--- config.mk ---
export PLATFORM = sky130hd
export DESIGN_NAME = load_unit
export DESIGN_NICKNAME = d
export VERILOG_FILES = /design/src/hdl/lsu_pkg.sv /design/src/hdl/dcache_pkg.sv /design/src/hdl/ld_ctrl.sv /design/src/hdl/ld_req_format.sv /design/src/hdl/ld_retire.sv /design/src/hdl/load_unit.sv
export SDC_FILE = /design/constraint.sdc
export NUM_CORES = 1
export LEC_CHECK = 0
export BUFFER_PORTS_ARGS = -buffer_cell sky130_fd_sc_hd__buf_4
export CORE_AREA = 2 2 162 164
export DETAILED_ROUTE_END_ITERATION = 8
export DIE_AREA = 0 0 164 166
export SETUP_SLACK_MARGIN = 0.4
export SLEW_MARGIN = 20
export SYNTH_ARGS = -nofsm -noshare
export SYNTH_HDL_FRONTEND = slang
export SYNTH_SLANG_ARGS = --single-unit
--- constraint.sdc ---
create_clock -name clk_i -period 4.8 [get_ports clk_i]
set_input_delay 0.48 -clock clk_i [delete_from_list [all_inputs] [get_ports clk_i]]
set_output_delay 0.48 -clock clk_i [all_outputs]
set_load 0.02 [all_outputs]
--- src/hdl/lsu_pkg.sv ---
package lsu_pkg;

    // ------------------------------------------------------------------------
    // widths of the load path
    // ------------------------------------------------------------------------

    // data width and virtual address width of the core
    localparam int unsigned XLEN = 64;

    // physical address width as delivered by the MMU
    localparam int unsigned PLEN = 56;

    // the page offset is the part of the address that needs no translation
    localparam int unsigned PAGE_OFFSET_W = 12;

    // the physical tag is everything above the page offset
    localparam int unsigned TAG_W = PLEN - PAGE_OFFSET_W;

    // enough ids for the entries of the scoreboard
    localparam int unsigned TRANS_ID_W = 3;

    // ------------------------------------------------------------------------
    // load operators and request types
    // ------------------------------------------------------------------------

    // the U variants zero-extend, all others sign-extend
    // LD needs no extension on a 64-bit core
    typedef enum logic [2:0] {
        LB,
        LBU,
        LH,
        LHU,
        LW,
        LWU,
        LD
    } ld_op_e;

    // a load as it arrives from the issue side
    typedef struct packed {
        logic [XLEN-1:0]       vaddr;
        ld_op_e                op;
        logic [TRANS_ID_W-1:0] trans_id;
    } ld_req_t;

    // what has to survive until the data comes back from the cache
    // the offset picks the field inside the returned double word
    typedef struct packed {
        logic [TRANS_ID_W-1:0] trans_id;
        logic [2:0]            offset;
        ld_op_e                op;
    } ld_meta_t;

endpackage

--- src/hdl/dcache_pkg.sv ---
package dcache_pkg;

    // the tag phase carries a physical tag of the load path width
    import lsu_pkg::*;

    // ------------------------------------------------------------------------
    // data cache port
    // ------------------------------------------------------------------------

    // the index addresses the set, it is the untranslated page offset
    localparam int unsigned DC_INDEX_W = PAGE_OFFSET_W;

    // one enable per byte of the 64-bit data word
    localparam int unsigned DC_BE_W = XLEN / 8;

    // transfer size, encoded as log2 of the number of bytes
    typedef enum logic [1:0] {
        BYTE  = 2'd0,
        HALF  = 2'd1,
        WORD  = 2'd2,
        DWORD = 2'd3
    } dc_size_e;

    // request phase, held until the cache grants it
    typedef struct packed {
        logic [DC_INDEX_W-1:0] index;
        logic [DC_BE_W-1:0]    be;
        dc_size_e              size;
    } dc_req_t;

    // tag phase, one cycle after the grant
    // kill together with tag_valid aborts the request that was granted
    typedef struct packed {
        logic [TAG_W-1:0] tag;
        logic             tag_valid;
        logic             kill;
    } dc_tag_t;

endpackage

--- src/hdl/ld_ctrl.sv ---
`timescale 1ns/1ps

module ld_ctrl (
    input  logic clk_i,
    input  logic rst_ni,
    input  logic flush_i,
    input  logic valid_i,
    input  logic page_offset_match_i,
    input  logic dtlb_hit_i,
    input  logic dc_gnt_i,
    output logic pop_o,
    output logic translation_req_o,
    output logic dc_req_valid_o,
    output logic tag_valid_o,
    output logic kill_o,
    output logic meta_load_o,
    output logic flushing_o
);

    typedef enum logic [2:0] {
        IDLE,
        WAIT_PAGE_OFFSET,
        WAIT_GNT,
        SEND_TAG,
        ABORT,
        WAIT_TRANSLATION,
        WAIT_FLUSH
    } state_e;

    state_e state_q, state_d;

    // ------------------------------------------------------------------------
    // next state and outputs
    // ------------------------------------------------------------------------
    always_comb begin
        state_d           = state_q;
        pop_o             = 1'b0;
        translation_req_o = 1'b0;
        dc_req_valid_o    = 1'b0;
        tag_valid_o       = 1'b0;
        kill_o            = 1'b0;

        case (state_q)
            // nothing outstanding, a new load is picked up below
            IDLE: begin
                state_d = IDLE;
            end
            // the stalled load goes out once the store buffer no longer
            // holds a store to the same page offset
            WAIT_PAGE_OFFSET: begin
                if (!page_offset_match_i) begin
                    state_d = WAIT_GNT;
                end
            end
            // keep both the translation and the cache request up
            // the grant is resolved in the shared block further down
            WAIT_GNT: begin
                translation_req_o = 1'b1;
                dc_req_valid_o    = 1'b1;
            end
            // the tag is known to be valid here, the cache answers in this cycle
            SEND_TAG: begin
                tag_valid_o = 1'b1;
                state_d     = IDLE;
            end
            // TLB miss after the grant, so free the cache again and let the
            // page table walker get through
            ABORT: begin
                kill_o      = 1'b1;
                tag_valid_o = 1'b1;
                state_d     = WAIT_TRANSLATION;
            end
            // hold the translation request until the walk has filled the TLB
            WAIT_TRANSLATION: begin
                translation_req_o = 1'b1;
                if (dtlb_hit_i) begin
                    state_d = WAIT_GNT;
                end
            end
            // kill whatever the cache may still have in flight
            WAIT_FLUSH: begin
                kill_o      = 1'b1;
                tag_valid_o = 1'b1;
                state_d     = IDLE;
            end
            default: begin
                state_d = IDLE;
            end
        endcase

        // a new load can start when idle and also in the tag cycle of the
        // previous one, which keeps two loads in flight
        if ((state_q == IDLE || state_q == SEND_TAG) && valid_i) begin
            // translation starts right away, even if a store hazard stalls us
            translation_req_o = 1'b1;
            if (page_offset_match_i) begin
                state_d = WAIT_PAGE_OFFSET;
            end else begin
                dc_req_valid_o = 1'b1;
            end
        end

        // grant handling for every cycle in which a request is presented
        if (dc_req_valid_o) begin
            if (!dc_gnt_i) begin
                state_d = WAIT_GNT;
            end else if (dtlb_hit_i) begin
                // granted with a valid translation, tag follows next cycle
                pop_o   = 1'b1;
                state_d = SEND_TAG;
            end else begin
                state_d = ABORT;
            end
        end

        // a flush overrides everything else
        if (flush_i) begin
            state_d = WAIT_FLUSH;
        end
    end

    // the metadata of a load is kept exactly when it leaves the issue side
    assign meta_load_o = pop_o;
    assign flushing_o  = (state_q == WAIT_FLUSH);

    always_ff @(posedge clk_i or negedge rst_ni) begin
        if (!rst_ni) begin
            state_q <= IDLE;
        end else begin
            state_q <= state_d;
        end
    end

endmodule

--- src/hdl/ld_req_format.sv ---
`timescale 1ns/1ps

module ld_req_format
    import lsu_pkg::*, dcache_pkg::*;
(
    input  ld_req_t                  req_i,
    input  logic [PLEN-1:0]          paddr_i,
    output dc_req_t                  dc_req_o,
    output logic [TAG_W-1:0]         tag_o,
    output logic [PAGE_OFFSET_W-1:0] page_offset_o
);

    dc_size_e            size;
    logic [DC_BE_W-1:0]  be_mask;

    // ------------------------------------------------------------------------
    // transfer size and byte enables
    // ------------------------------------------------------------------------

    // the size follows from the operator alone, the sign only matters
    // on the way back
    always_comb begin
        case (req_i.op)
            LB, LBU: size = BYTE;
            LH, LHU: size = HALF;
            LW, LWU: size = WORD;
            default: size = DWORD;
        endcase
    end

    // one enable per byte of the access, starting at bit 0
    always_comb begin
        case (size)
            BYTE:    be_mask = 8'h01;
            HALF:    be_mask = 8'h03;
            WORD:    be_mask = 8'h0f;
            default: be_mask = 8'hff;
        endcase
    end

    // loads are naturally aligned, so the shifted mask never leaves the word
    assign dc_req_o.be   = be_mask << req_i.vaddr[2:0];
    assign dc_req_o.size = size;

    // ------------------------------------------------------------------------
    // address slices
    // ------------------------------------------------------------------------

    // index and page offset are both the untranslated low address bits
    assign dc_req_o.index = req_i.vaddr[DC_INDEX_W-1:0];
    assign page_offset_o  = req_i.vaddr[PAGE_OFFSET_W-1:0];

    // the tag comes from the translation of this cycle and is sent one
    // cycle later by the cache port
    assign tag_o = paddr_i[PLEN-1:PAGE_OFFSET_W];

endmodule

--- src/hdl/ld_retire.sv ---
`timescale 1ns/1ps

module ld_retire
    import lsu_pkg::*;
(
    input  logic                  clk_i,
    input  logic                  rst_ni,
    input  logic                  meta_load_i,
    input  logic                  flushing_i,
    input  ld_req_t               req_i,
    input  logic                  dc_rvalid_i,
    input  logic [XLEN-1:0]       dc_rdata_i,
    output logic                  res_valid_o,
    output logic [TRANS_ID_W-1:0] res_trans_id_o,
    output logic [XLEN-1:0]       res_data_o
);

    ld_meta_t        meta_q;
    logic [XLEN-1:0] shifted;

    // ------------------------------------------------------------------------
    // metadata of the load in flight
    // ------------------------------------------------------------------------

    // written in the cycle the request leaves the issue side
    // the cache answers in the following tag cycle, so one entry is enough
    // even when the next load is accepted in that same tag cycle
    always_ff @(posedge clk_i or negedge rst_ni) begin
        if (!rst_ni) begin
            meta_q <= '0;
        end else if (meta_load_i) begin
            meta_q.trans_id <= req_i.trans_id;
            meta_q.offset   <= req_i.vaddr[2:0];
            meta_q.op       <= req_i.op;
        end
    end

    // ------------------------------------------------------------------------
    // alignment and extension
    // ------------------------------------------------------------------------

    // move the addressed byte to bit 0, the offset counts in bytes
    assign shifted = dc_rdata_i >> {meta_q.offset, 3'b000};

    // take the field by size and extend it by the operator
    always_comb begin
        case (meta_q.op)
            LB: begin
                res_data_o = {{56{shifted[7]}}, shifted[7:0]};
            end
            LBU: begin
                res_data_o = {56'h0, shifted[7:0]};
            end
            LH: begin
                res_data_o = {{48{shifted[15]}}, shifted[15:0]};
            end
            LHU: begin
                res_data_o = {48'h0, shifted[15:0]};
            end
            LW: begin
                res_data_o = {{32{shifted[31]}}, shifted[31:0]};
            end
            LWU: begin
                res_data_o = {32'h0, shifted[31:0]};
            end
            // a double word is always at offset 0
            default: begin
                res_data_o = dc_rdata_i;
            end
        endcase
    end

    // ------------------------------------------------------------------------
    // result
    // ------------------------------------------------------------------------

    // data that arrives while the flush kill goes out belongs to a load
    // the core has already discarded
    assign res_valid_o    = dc_rvalid_i && !flushing_i;
    assign res_trans_id_o = meta_q.trans_id;

endmodule

--- src/hdl/load_unit.sv ---
`timescale 1ns/1ps

module load_unit
    import lsu_pkg::*, dcache_pkg::*;
(
    input  logic                     clk_i,
    input  logic                     rst_ni,
    input  logic                     flush_i,
    // issue side
    input  logic                     valid_i,
    input  ld_req_t                  req_i,
    output logic                     pop_o,
    // MMU
    output logic                     translation_req_o,
    output logic [XLEN-1:0]          vaddr_o,
    input  logic                     dtlb_hit_i,
    input  logic [PLEN-1:0]          paddr_i,
    // store buffer address check
    output logic [PAGE_OFFSET_W-1:0] page_offset_o,
    input  logic                     page_offset_match_i,
    // data cache
    output logic                     dc_req_valid_o,
    output dc_req_t                  dc_req_o,
    input  logic                     dc_gnt_i,
    output dc_tag_t                  dc_tag_o,
    input  logic                     dc_rvalid_i,
    input  logic [XLEN-1:0]          dc_rdata_i,
    // result toward writeback
    output logic                     res_valid_o,
    output logic [TRANS_ID_W-1:0]    res_trans_id_o,
    output logic [XLEN-1:0]          res_data_o
);

    logic meta_load;
    logic flushing;

    // the MMU translates the address of the load at the head of the issue side
    assign vaddr_o = req_i.vaddr;

    // ------------------------------------------------------------------------
    // control
    // ------------------------------------------------------------------------
    ld_ctrl ctrl0 (
        .clk_i               (clk_i),
        .rst_ni              (rst_ni),
        .flush_i             (flush_i),
        .valid_i             (valid_i),
        .page_offset_match_i (page_offset_match_i),
        .dtlb_hit_i          (dtlb_hit_i),
        .dc_gnt_i            (dc_gnt_i),
        .pop_o               (pop_o),
        .translation_req_o   (translation_req_o),
        .dc_req_valid_o      (dc_req_valid_o),
        .tag_valid_o         (dc_tag_o.tag_valid),
        .kill_o              (dc_tag_o.kill),
        .meta_load_o         (meta_load),
        .flushing_o          (flushing)
    );

    // ------------------------------------------------------------------------
    // request datapath
    // ------------------------------------------------------------------------
    ld_req_format fmt0 (
        .req_i         (req_i),
        .paddr_i       (paddr_i),
        .dc_req_o      (dc_req_o),
        .tag_o         (dc_tag_o.tag),
        .page_offset_o (page_offset_o)
    );

    // ------------------------------------------------------------------------
    // response datapath
    // ------------------------------------------------------------------------
    ld_retire ret0 (
        .clk_i          (clk_i),
        .rst_ni         (rst_ni),
        .meta_load_i    (meta_load),
        .flushing_i     (flushing),
        .req_i          (req_i),
        .dc_rvalid_i    (dc_rvalid_i),
        .dc_rdata_i     (dc_rdata_i),
        .res_valid_o    (res_valid_o),
        .res_trans_id_o (res_trans_id_o),
        .res_data_o     (res_data_o)
    );

endmodule

; ---- Word-level counts from Yosys, hierarchy flattened
; Index checks and enable logic that the tools add are counted.
[classes]
n_mux = 22
n_shift = 2
n_eq_ne = 18
reduce_logical = 14
[ops]
columns = cell, n
row1 = $pmux 64 s6, 1
row2 = $shr 64x6->32, 1
row3 = $mux 3, 8
row4 = $pmux 8 s3, 1
row5 = $eq 3x3->1 const B, 7
row6 = $eq 3x2->1 const B, 6
row7 = $pmux 3 s4, 1
row8 = $mux 1, 10
row9 = $reduce_or 2->1, 5
row10 = $eq 3x1->1 const B, 3
row11 = $logic_not 3->1, 3
row12 = $shl 8x3->8, 1
row13 = $pmux 2 s3, 1
row14 = $reduce_or 3->1, 1
row15 = $eq 2x1->1 const B, 1
row16 = $eq 2x2->1 const B, 1
row17 = $logic_and 1x1->1, 2
row18 = $logic_not 2->1, 1
row19 = $logic_not 1->1, 1
row20 = $logic_or 1x1->1, 1
[totals]
inputBits = 198
out_inout_bits = 215
word_cells = 60
ff_bits = 12

; ---- Depth between registers and ports, before layout
; Gate-level depths: netlist (run 1).
[logic_depth]
word_depth = 6
depth_mapped = 8
mapped_depth_nobuf = 4

; ---- Cells and area by module
; From an unflattened synthesis (run 1), not the netlist that was laid out.
[unflattened]
cells_unflattened = 591
area_unflattened_um2 = 4281.6
[modules_own_cells]
columns = module, area_each_um2, instances, seq_area_each_um2, cells_per_inst
row1 = ld_retire, 2795.2, 1, 225.2, 387
row2 = ld_req_format, 711.9, 1, 0.0, 100
row3 = load_unit, 480.5, 1, 0.0, 64
row4 = ld_ctrl, 294.0, 1, 75.1, 40

; ---- Least setup slack after synthesis (run 1)
; Ideal clock, no wire load.
[synth_path]
path_type = register to output
startpoint = register ret0.meta_q[3] (netlist bit)
endpoint = output port res_data_o[31]
path_stages_with_launch = 7
path_buffers = 2
required_ns = 4.320
path_slack_ns = 2.250
t_arrival_ns = 2.070
cell_sequence = dfrtp_1 -> buf_6 -> mux2i_1 -> mux4_2 -> or4_4 -> buf_6 -> a22oi_1
[synth_between]
elab_chain_cells = 2
[synth_lines]
columns = element, line_no
row1 = "start, declared", ld_retire.sv:18  ; ld_meta_t meta_q;
row2 = $shr 64x6->32, ld_retire.sv:43  ; assign shifted = dc_rdata_i >> {meta_q.offset, 3'b000};
row3 = $pmux 64 s6, ld_retire.sv:47  ; case (meta_q.op)
row4 = "end, declared", load_unit.sv:31  ; output logic [XLEN-1:0] res_data_o
; Every way passes these cells.

; ---- Worst setup path after layout (run 1)
; Same ends and word-level chain as after synthesis.

==> results of run 1 <==
## final cells by class
cell class | count | share of cell area
Sequential cell | 12 | 0.0619
Clock buffer | 4 | 0.0162
Inverter | 7 | 0.00540
Tap cell | 335 | 0.0861
Multi-Input combinational cell | 368 | 0.547
Timing Repair Buffer | 184 | 0.284
## cells by family after synthesis
| kind of cell | synth area share |
|---|---|
| AOI/OAI and AO/OA | 0.189 |
| adders and majority gates | 0.00235 |
| buffers and inverters | 0.307 |
| DFF | 0.0705 |
| muxes | 0.251 |
| and+or+nand+nor | 0.180 |
## worst max path at each step
stage,start,endpoint,slack (ns),cells past startpoint
after global placement,ret0.meta_q[3],res_data_o[31],1.35,5
after detailed placement,ret0.meta_q[3],res_data_o[31],1.33,5
after CTS,ret0.meta_q[3],res_data_o[31],1.06,5
after floorplan,ret0.meta_q[3],res_data_o[31],2.25,6
final,ret0.meta_q[3],res_data_o[31],1.12,5
after global routing,ret0.meta_q[3],res_data_o[31],0.97,5
## worst max-delay path, cell delays in order (launching register included)
cell	delay (ns)
dfrtp_1	0.90
mux2i_1	0.21
mux4_2	0.52
or4_4	0.75
a22oi_1	0.37
buf_4	0.21
## sequential cells by signal, indices dropped and copies added (netlist names)
| register | cells |
|---|---|
| ret0.meta_q | 6 |
| ctrl0.state_q | 3 |
| ret0.res_trans_id_o | 3 |
## metrics by stage
stage          power (mW)  setup slack [ns]   util  cells
2_1_floorplan        2.05              2.25      -    574
3_3_place_gp         2.95              1.35  0.187    906
3_5_place_dp         2.97              1.33  0.187    906
4_1_cts              3.13              1.06  0.190    910
5_1_grt              3.32             0.968  0.190    910
6_report             3.10              1.12  0.190    910
## cell usage after synthesis, types with 2 or more instances
library cell and n:
nand4_1 33, o211ai_1 17, a22oi_1 5, inv_1 6
dfrtp_1 12, o221ai_1 2, o211ai_2 7, a21oi_1 21
nor3_1 6, clkbuf_1 27, o21ai_0 30, nand3_1 5
buf_2 15, nand2b_1 5, nor2_1 41, o22ai_1 5
mux2i_1 45, mux4_2 8, nand3b_1 4, a211oi_1 7
and2_1 2, buf_6 6, nor2b_1 10, mux2_2 39
buf_4 137, buf_1 2, a21o_1 7, a221oi_1 6
nand2_1 46
## metal layers
layer | track usage | wire, um | vias up
li1 | - | - | 1936
met1 | 0.164 | 7680 | 2068
met2 | 0.209 | 8590 | 219
met3 | 0.0400 | 1830 | 42
met4 | 0.0324 | 378 | 0
met5 | 0 | 0 | -
## layout by cell type, fill, tap and decap left out, types with 2 or more instances in the layout
cell / synthesis / layout
a211oi_1: 7 / 7
a21o_1: 7 / 7
a21oi_1: 21 / 21
a221oi_1: 6 / 6
a22oi_1: 5 / 5
and2_1: 2 / 2
buf_4: 137 / 184
clkbuf_16: 0 / 3
dfrtp_1: 12 / 11
inv_1: 6 / 6
mux2_2: 39 / 39
mux2i_1: 45 / 45
mux4_2: 8 / 8
nand2_1: 46 / 46
nand2b_1: 5 / 5
nand3_1: 5 / 5
nand3b_1: 4 / 4
nand4_1: 33 / 33
nor2_1: 41 / 40
nor2b_1: 10 / 10
nor3_1: 6 / 6
o211ai_1: 17 / 17
o211ai_2: 7 / 7
o21ai_0: 30 / 30
o221ai_1: 2 / 2
o22ai_1: 5 / 5
## power breakdown
| part | leakage [nW] | internal, mW | switching [mW] |
|---|---|---|---|
| clock network | 0.0382 | 0.112 | 0.0429 |
| registers | 0.142 | 0.130 | 0.145 |
| logic | 1.98 | 1.13 | 1.55 |
==> results.tsv, run 1 <==
stage	metric	value	unit
sta	tns	0	ns
sta	slew_violations	0	
clock_tree	clock_path_buffers	2	
clock_tree	clk_pin_slew_worst_paths	0.05	ns
placed_design	io_buffers	172	
clock_tree	cts-htree-levels	1	
layout	multiInputGateArea	2660	um2
synthesis	yosysUniqueCellTypes	47	
setup_path	critPathRequiredTime	4.32	ns
die	initial_core_util	0.166	
clock_tree	cts.sinks	12	
die	die_x	164	um
detailed_routing	vias	4265	
setup_path	ff2ff_path_depth	4	
setup_path	endpoint_kind	output pin	
grt	grt_util_all_layers	0.128	
clock_tree	clockRootBuffer	clkbuf_16	
layout	seqCellArea	302	um2
grt	grt_max_degree	57	
run	cap_violations	0	
synthesis	synthFlopType	dfrtp_1	
clock_tree	cts.repair.resized	0	
synthesis	netlist_area	4260	um2
die	coreArea	25600	um2
placed_design	hpwlAfterDp	14200	um
setup_path	critPathLaunchType	register	
setup_path	r2r_slack	2.72	ns
layout	fin_nets	774	
synthesis	async_flop_share	1.00	
setup_path	reg2reg_from	ctrl0.state_q[0]	
setup_path	crit_type	reg -> out	
synthesis	synth-edff-count	0	
clock_tree	cts_buffers	3	
detailed_routing	route.detailed.drc	0	
placed_design	placed_area	4790	um2
sta	max_clock_freq	272	MHz
clock_tree	ctsHoldBuffers	0	
sta	slew_headroom	0.336	
synthesis	ys_top_cells_by_area	buf_4, mux2i_1, mux2_2, dfrtp_1, nand4_1	
clock_tree	cts_setup_buffers	0	
die	ioPinCount	413	
detailed_routing	ant_nets	0	
synthesis	ys_ff_latch	12	
sta	setup_viol	0	
layout	drive_above_1_share	0.433	
clock_tree	clk_latency	0.24	ns
status	outcome	completed	
sta	rsz0062_at_grt	no	
sta	worst_pin_slew	0.996	ns
pwr	power.density	637	nW/um2
clock_tree	cts_tree	done	
die	rows	59	
placed_design	place_congestion	0.776	
synthesis	synth_area_per_cell	7.42	um2
detailed_routing	drt_iter0_drc	390	
layout	antenna_cells	0	
synthesis	syn_nets	772	
min_path	hold_class	in -> async	
detailed_routing	routedWlPerCell	20.3	um
sta	min_period_over_period	0.767	
setup_path	path_max_fanout	56	
sta	fin_skew	0.00370	ns
pwr	ir_worst_vdd	0.240	mV
grt	grt_antenna_before_repair	0	
layout	n_fill_cell	2910	
die	die_area	27200	um2
grt	gr-total-overflow	0	
synthesis	synth-seq-area-share	0.0705	
synthesis	syn_inst	574	
sta	holdWs	0.0762	ns
layout	synthToLayoutAreaGrowth	14.2	%
setup_path	cp.arrival	3.20	ns
detailed_routing	via_per_inst	4.69	
setup_path	timing.rr.end	ret0.meta_q[5]	
grt	grt_pass1_vias	4096	
detailed_routing	first_pass_iters	5	
synthesis	ys_warn_count	0	
layout	fin_area	4870	um2
sta	finalHoldViolCount	0	
grt	grt_first_pass_wirelength	26500	um
pwr	power.leakage	2.16	nW
synthesis	synth_top_area_cell	buf_4	
die	fp.dieH	166	um
detailed_routing	routed_wl	18500	um
sta	finalCriticalPeriod	3.68	ns
synthesis	synth_top_area_frac	0.241	
No activity file was read; power rests on OpenSTA's default activity.
==> run 2, diff against run 1 <==
Settings changed: CORE_AREA 2 2 162 164 to 2 2 159 161, DIE_AREA 0 0 164 166 to 0 0 161 163.
Clock period 4.8 ns to 3.4 ns, I/O delays scaled along.
==> run 2 against run 1 <==
Against the previous run:
- clock power grew 38%
- first-iteration DRC count fell by 19%
- non-clock buffer count up 8
- wire length is 1.2% higher
- sequential share of layout area decreased by 0.099 points
- count of clock-buffer cells in the layout stayed put
==> results.tsv, run 2 (synthesis gave the netlist of run 1 again) <==
stage	metric	value	unit	change
status	outcome	completed		
clock_tree	cts_buffers	3		unchanged
sta	fin_skew	0.000237	ns	-0.00347 ns
setup_path	r2r_slack	1.28	ns	-1.44 ns
sta	rsz0062_at_grt	yes		
clock_tree	cts.sinks	12		unchanged
min_path	min_path_cells	2		
grt	grt_antenna_before_repair	0		unchanged
layout	largest_reg_flops	6		unchanged
min_path	hold_class	in -> reg		
sta	min_period_over_period	0.845		
clock_tree	cts_tree	done		
detailed_routing	first_pass_iters	4		-1
min_path	worst_hold_path.endpoint	ctrl0.state_q[1]		
grt	grt_pass1_vias	4013		-2.0%
clock_tree	clk_pin_slew_worst_paths	0.04	ns	about the same
layout	fin_nets	783		+1.2%
detailed_routing	routed_wl	18700	um	+1.2%
grt	grt_util_all_layers	0.130		+0.00214
setup_path	ff2ff_path_depth	4		unchanged
die	fp.dieH	163	um	-1.8%
sta	worst_pin_slew	0.912	ns	-0.0845 ns
layout	fin_cells	914		+0.44%
setup_path	timing.rr.end	ret0.meta_q[3]		
die	rows	58		-1.7%
setup_path	path_cells	mux2i_1 > mux4_2 > or4_4 > buf_12 > o211ai_1 > buf_4		
placed_design	place_congestion	0.808		+4.2%
setup_path	crit_type	reg -> out		
sta	max_clock_freq	348	MHz	
grt	grt_first_pass_wirelength	26200	um	-1.1%
die	initial_core_util	0.173		+0.00635
sta	setup_viol	0		unchanged
clock_tree	clk_latency	0.23	ns	about the same
layout	drive_above_1_share	0.447		+0.0139
detailed_routing	route.detailed.drc	0		unchanged
sta	finalCriticalPeriod	2.87	ns	
setup_path	path_max_fanout	33		-41%
detailed_routing	vias	4259		-0.14%
grt	gr-total-overflow	0		unchanged
setup_path	worst_path_largest_cell_delay	0.57	ns	-0.33 ns
pwr	ir_worst_vdd	0.365	mV	+52%
setup_path	slowest_stage	or4_4		
setup_path	critPathRequiredTime	3.06	ns	-1.26 ns
layout	synthToLayoutAreaGrowth	17.1	%	
detailed_routing	routedWlPerCell	20.5	um	+0.76%
clock_tree	clock_path_buffers	2		unchanged
pwr	power.density	893	nW/um2	+40%
placed_design	io_buffers	172		unchanged
layout	antenna_cells	0		unchanged
die	coreArea	24700	um2	-3.7%
die	die_area	26200	um2	-3.6%
sta	slew_headroom	0.391		+0.0552
run	cap_violations	0		unchanged
die	ioPinCount	413		unchanged
setup_path	endpoint_kind	output pin		
detailed_routing	ant_nets	0		unchanged
layout	n_fill_cell	2807		-3.5%
setup_path	critPathLaunchType	register		
setup_path	cp.arrival	2.53	ns	-0.67 ns
placed_design	hpwlAfterDp	14400	um	+1.3%
grt	grt_max_degree	42		-26%
setup_path	reg2reg_from	ctrl0.state_q[0]		
detailed_routing	via_per_inst	4.66		-0.58%
sta	slew_violations	0		unchanged
pwr	power.leakage	2.22	nW	+2.7%
layout	top_register	ret0.meta_q		
min_path	min-delay-start	flush_i		
sta	finalHoldViolCount	0		unchanged
layout	final_common_cell	buf_4		
clock_tree	cts-htree-levels	1		unchanged
detailed_routing	drt_iter0_drc	316		-19%
placed_design	dp.cells	906		unchanged
sta	tns	0	ns	unchanged
sta	holdWs	0.319	ns	+0.242 ns
clock_tree	clockRootBuffer	clkbuf_16		
die	die_x	161	um	-1.8%
layout	layout_common_cells	buf_4, nand2_1, mux2i_1		
-- run 2: cell count changes in the layout (fill, tap and decap cells not counted), moves of 2 or more --
| cell | before | now |
|---|---|---|
| buf_12 | 0 | 3 |
| buf_4 | 184 | 186 |
| buf_6 | 0 | 2 |
| dfrtp_1 | 11 | 9 |
| dfrtp_2 | 1 | 3 |
-- run 2: worst max-delay path by stage --
| stage | slack (ns) | end | startpoint |
|---|---|---|---|
| final | 0.53 | res_data_o[16] | ret0.meta_q[3] |
| after global routing | 0.39 | res_data_o[26] | ret0.meta_q[5] |
| after CTS | 0.40 | res_data_o[53] | ret0.meta_q[3] |
| after detailed placement | 0.59 | res_data_o[53] | ret0.meta_q[3] |
| after global placement | 0.62 | res_data_o[16] | ret0.meta_q[3] |
| after floorplan | 0.99 | res_data_o[31] | ret0.meta_q[3] |
-- run 2: cell type report --
cell class              count  area, um2  share of cell area
well taps                 330        413              0.0828
flip-flops and latches     12        304              0.0609
inverters                   7       26.3             0.00527
clock buffers               4       78.8              0.0158
repair buffers            192       1490               0.298
multi-input cells         369       2680               0.537
-- run 2: worst max-delay path: cells and delay by family (launching register included) --
kind            cells  cell delay [ns]
buf+inv             2             0.39
mux                 2             0.72
simple gates        1             0.57
flops               1             0.46
compound gates      1             0.14
-- run 2: power by group --
group,switching [mW],total (mW),internal [mW]
combinational,2.27,3.93,1.66
sequential,0.123,0.311,0.189
clock,0.0565,0.214,0.157
total,2.45,4.45,2.01
-- run 2: timing repair --
| item | 4_1_cts | 5_1_grt |
|---|---|---|
| gates resized for setup | 1 | 7 |
| hold buffers | 1 | 0 |
| setup buffers | 0 | 2 |
| hold endpoints to repair | 12 | 0 |
| setup endpoints to repair | 41 | 50 |
| cloned | 0 | 1 |
| pin swaps | 0 | 2 |
-- run 2: through the flow --
step	setup slack, ns	area (um2)	utilization	power (mW)
finish	0.526	4990	0.202	4.45
global route	0.387	4990	0.202	4.76
CTS	0.403	4950	0.201	4.46
detailed placement	0.587	4860	0.197	4.22
global placement	0.625	4860	0.197	4.19
floorplan	0.990	4260	-	2.90
-- run 2: per-layer routing --
layer	track usage	wire length, um	vias to the layer above
li1	-	-	1951
met1	0.150	6960	2029
met4	0.0475	644	0
met3	0.0451	2040	57
met2	0.225	9060	222
met5	0	0	-
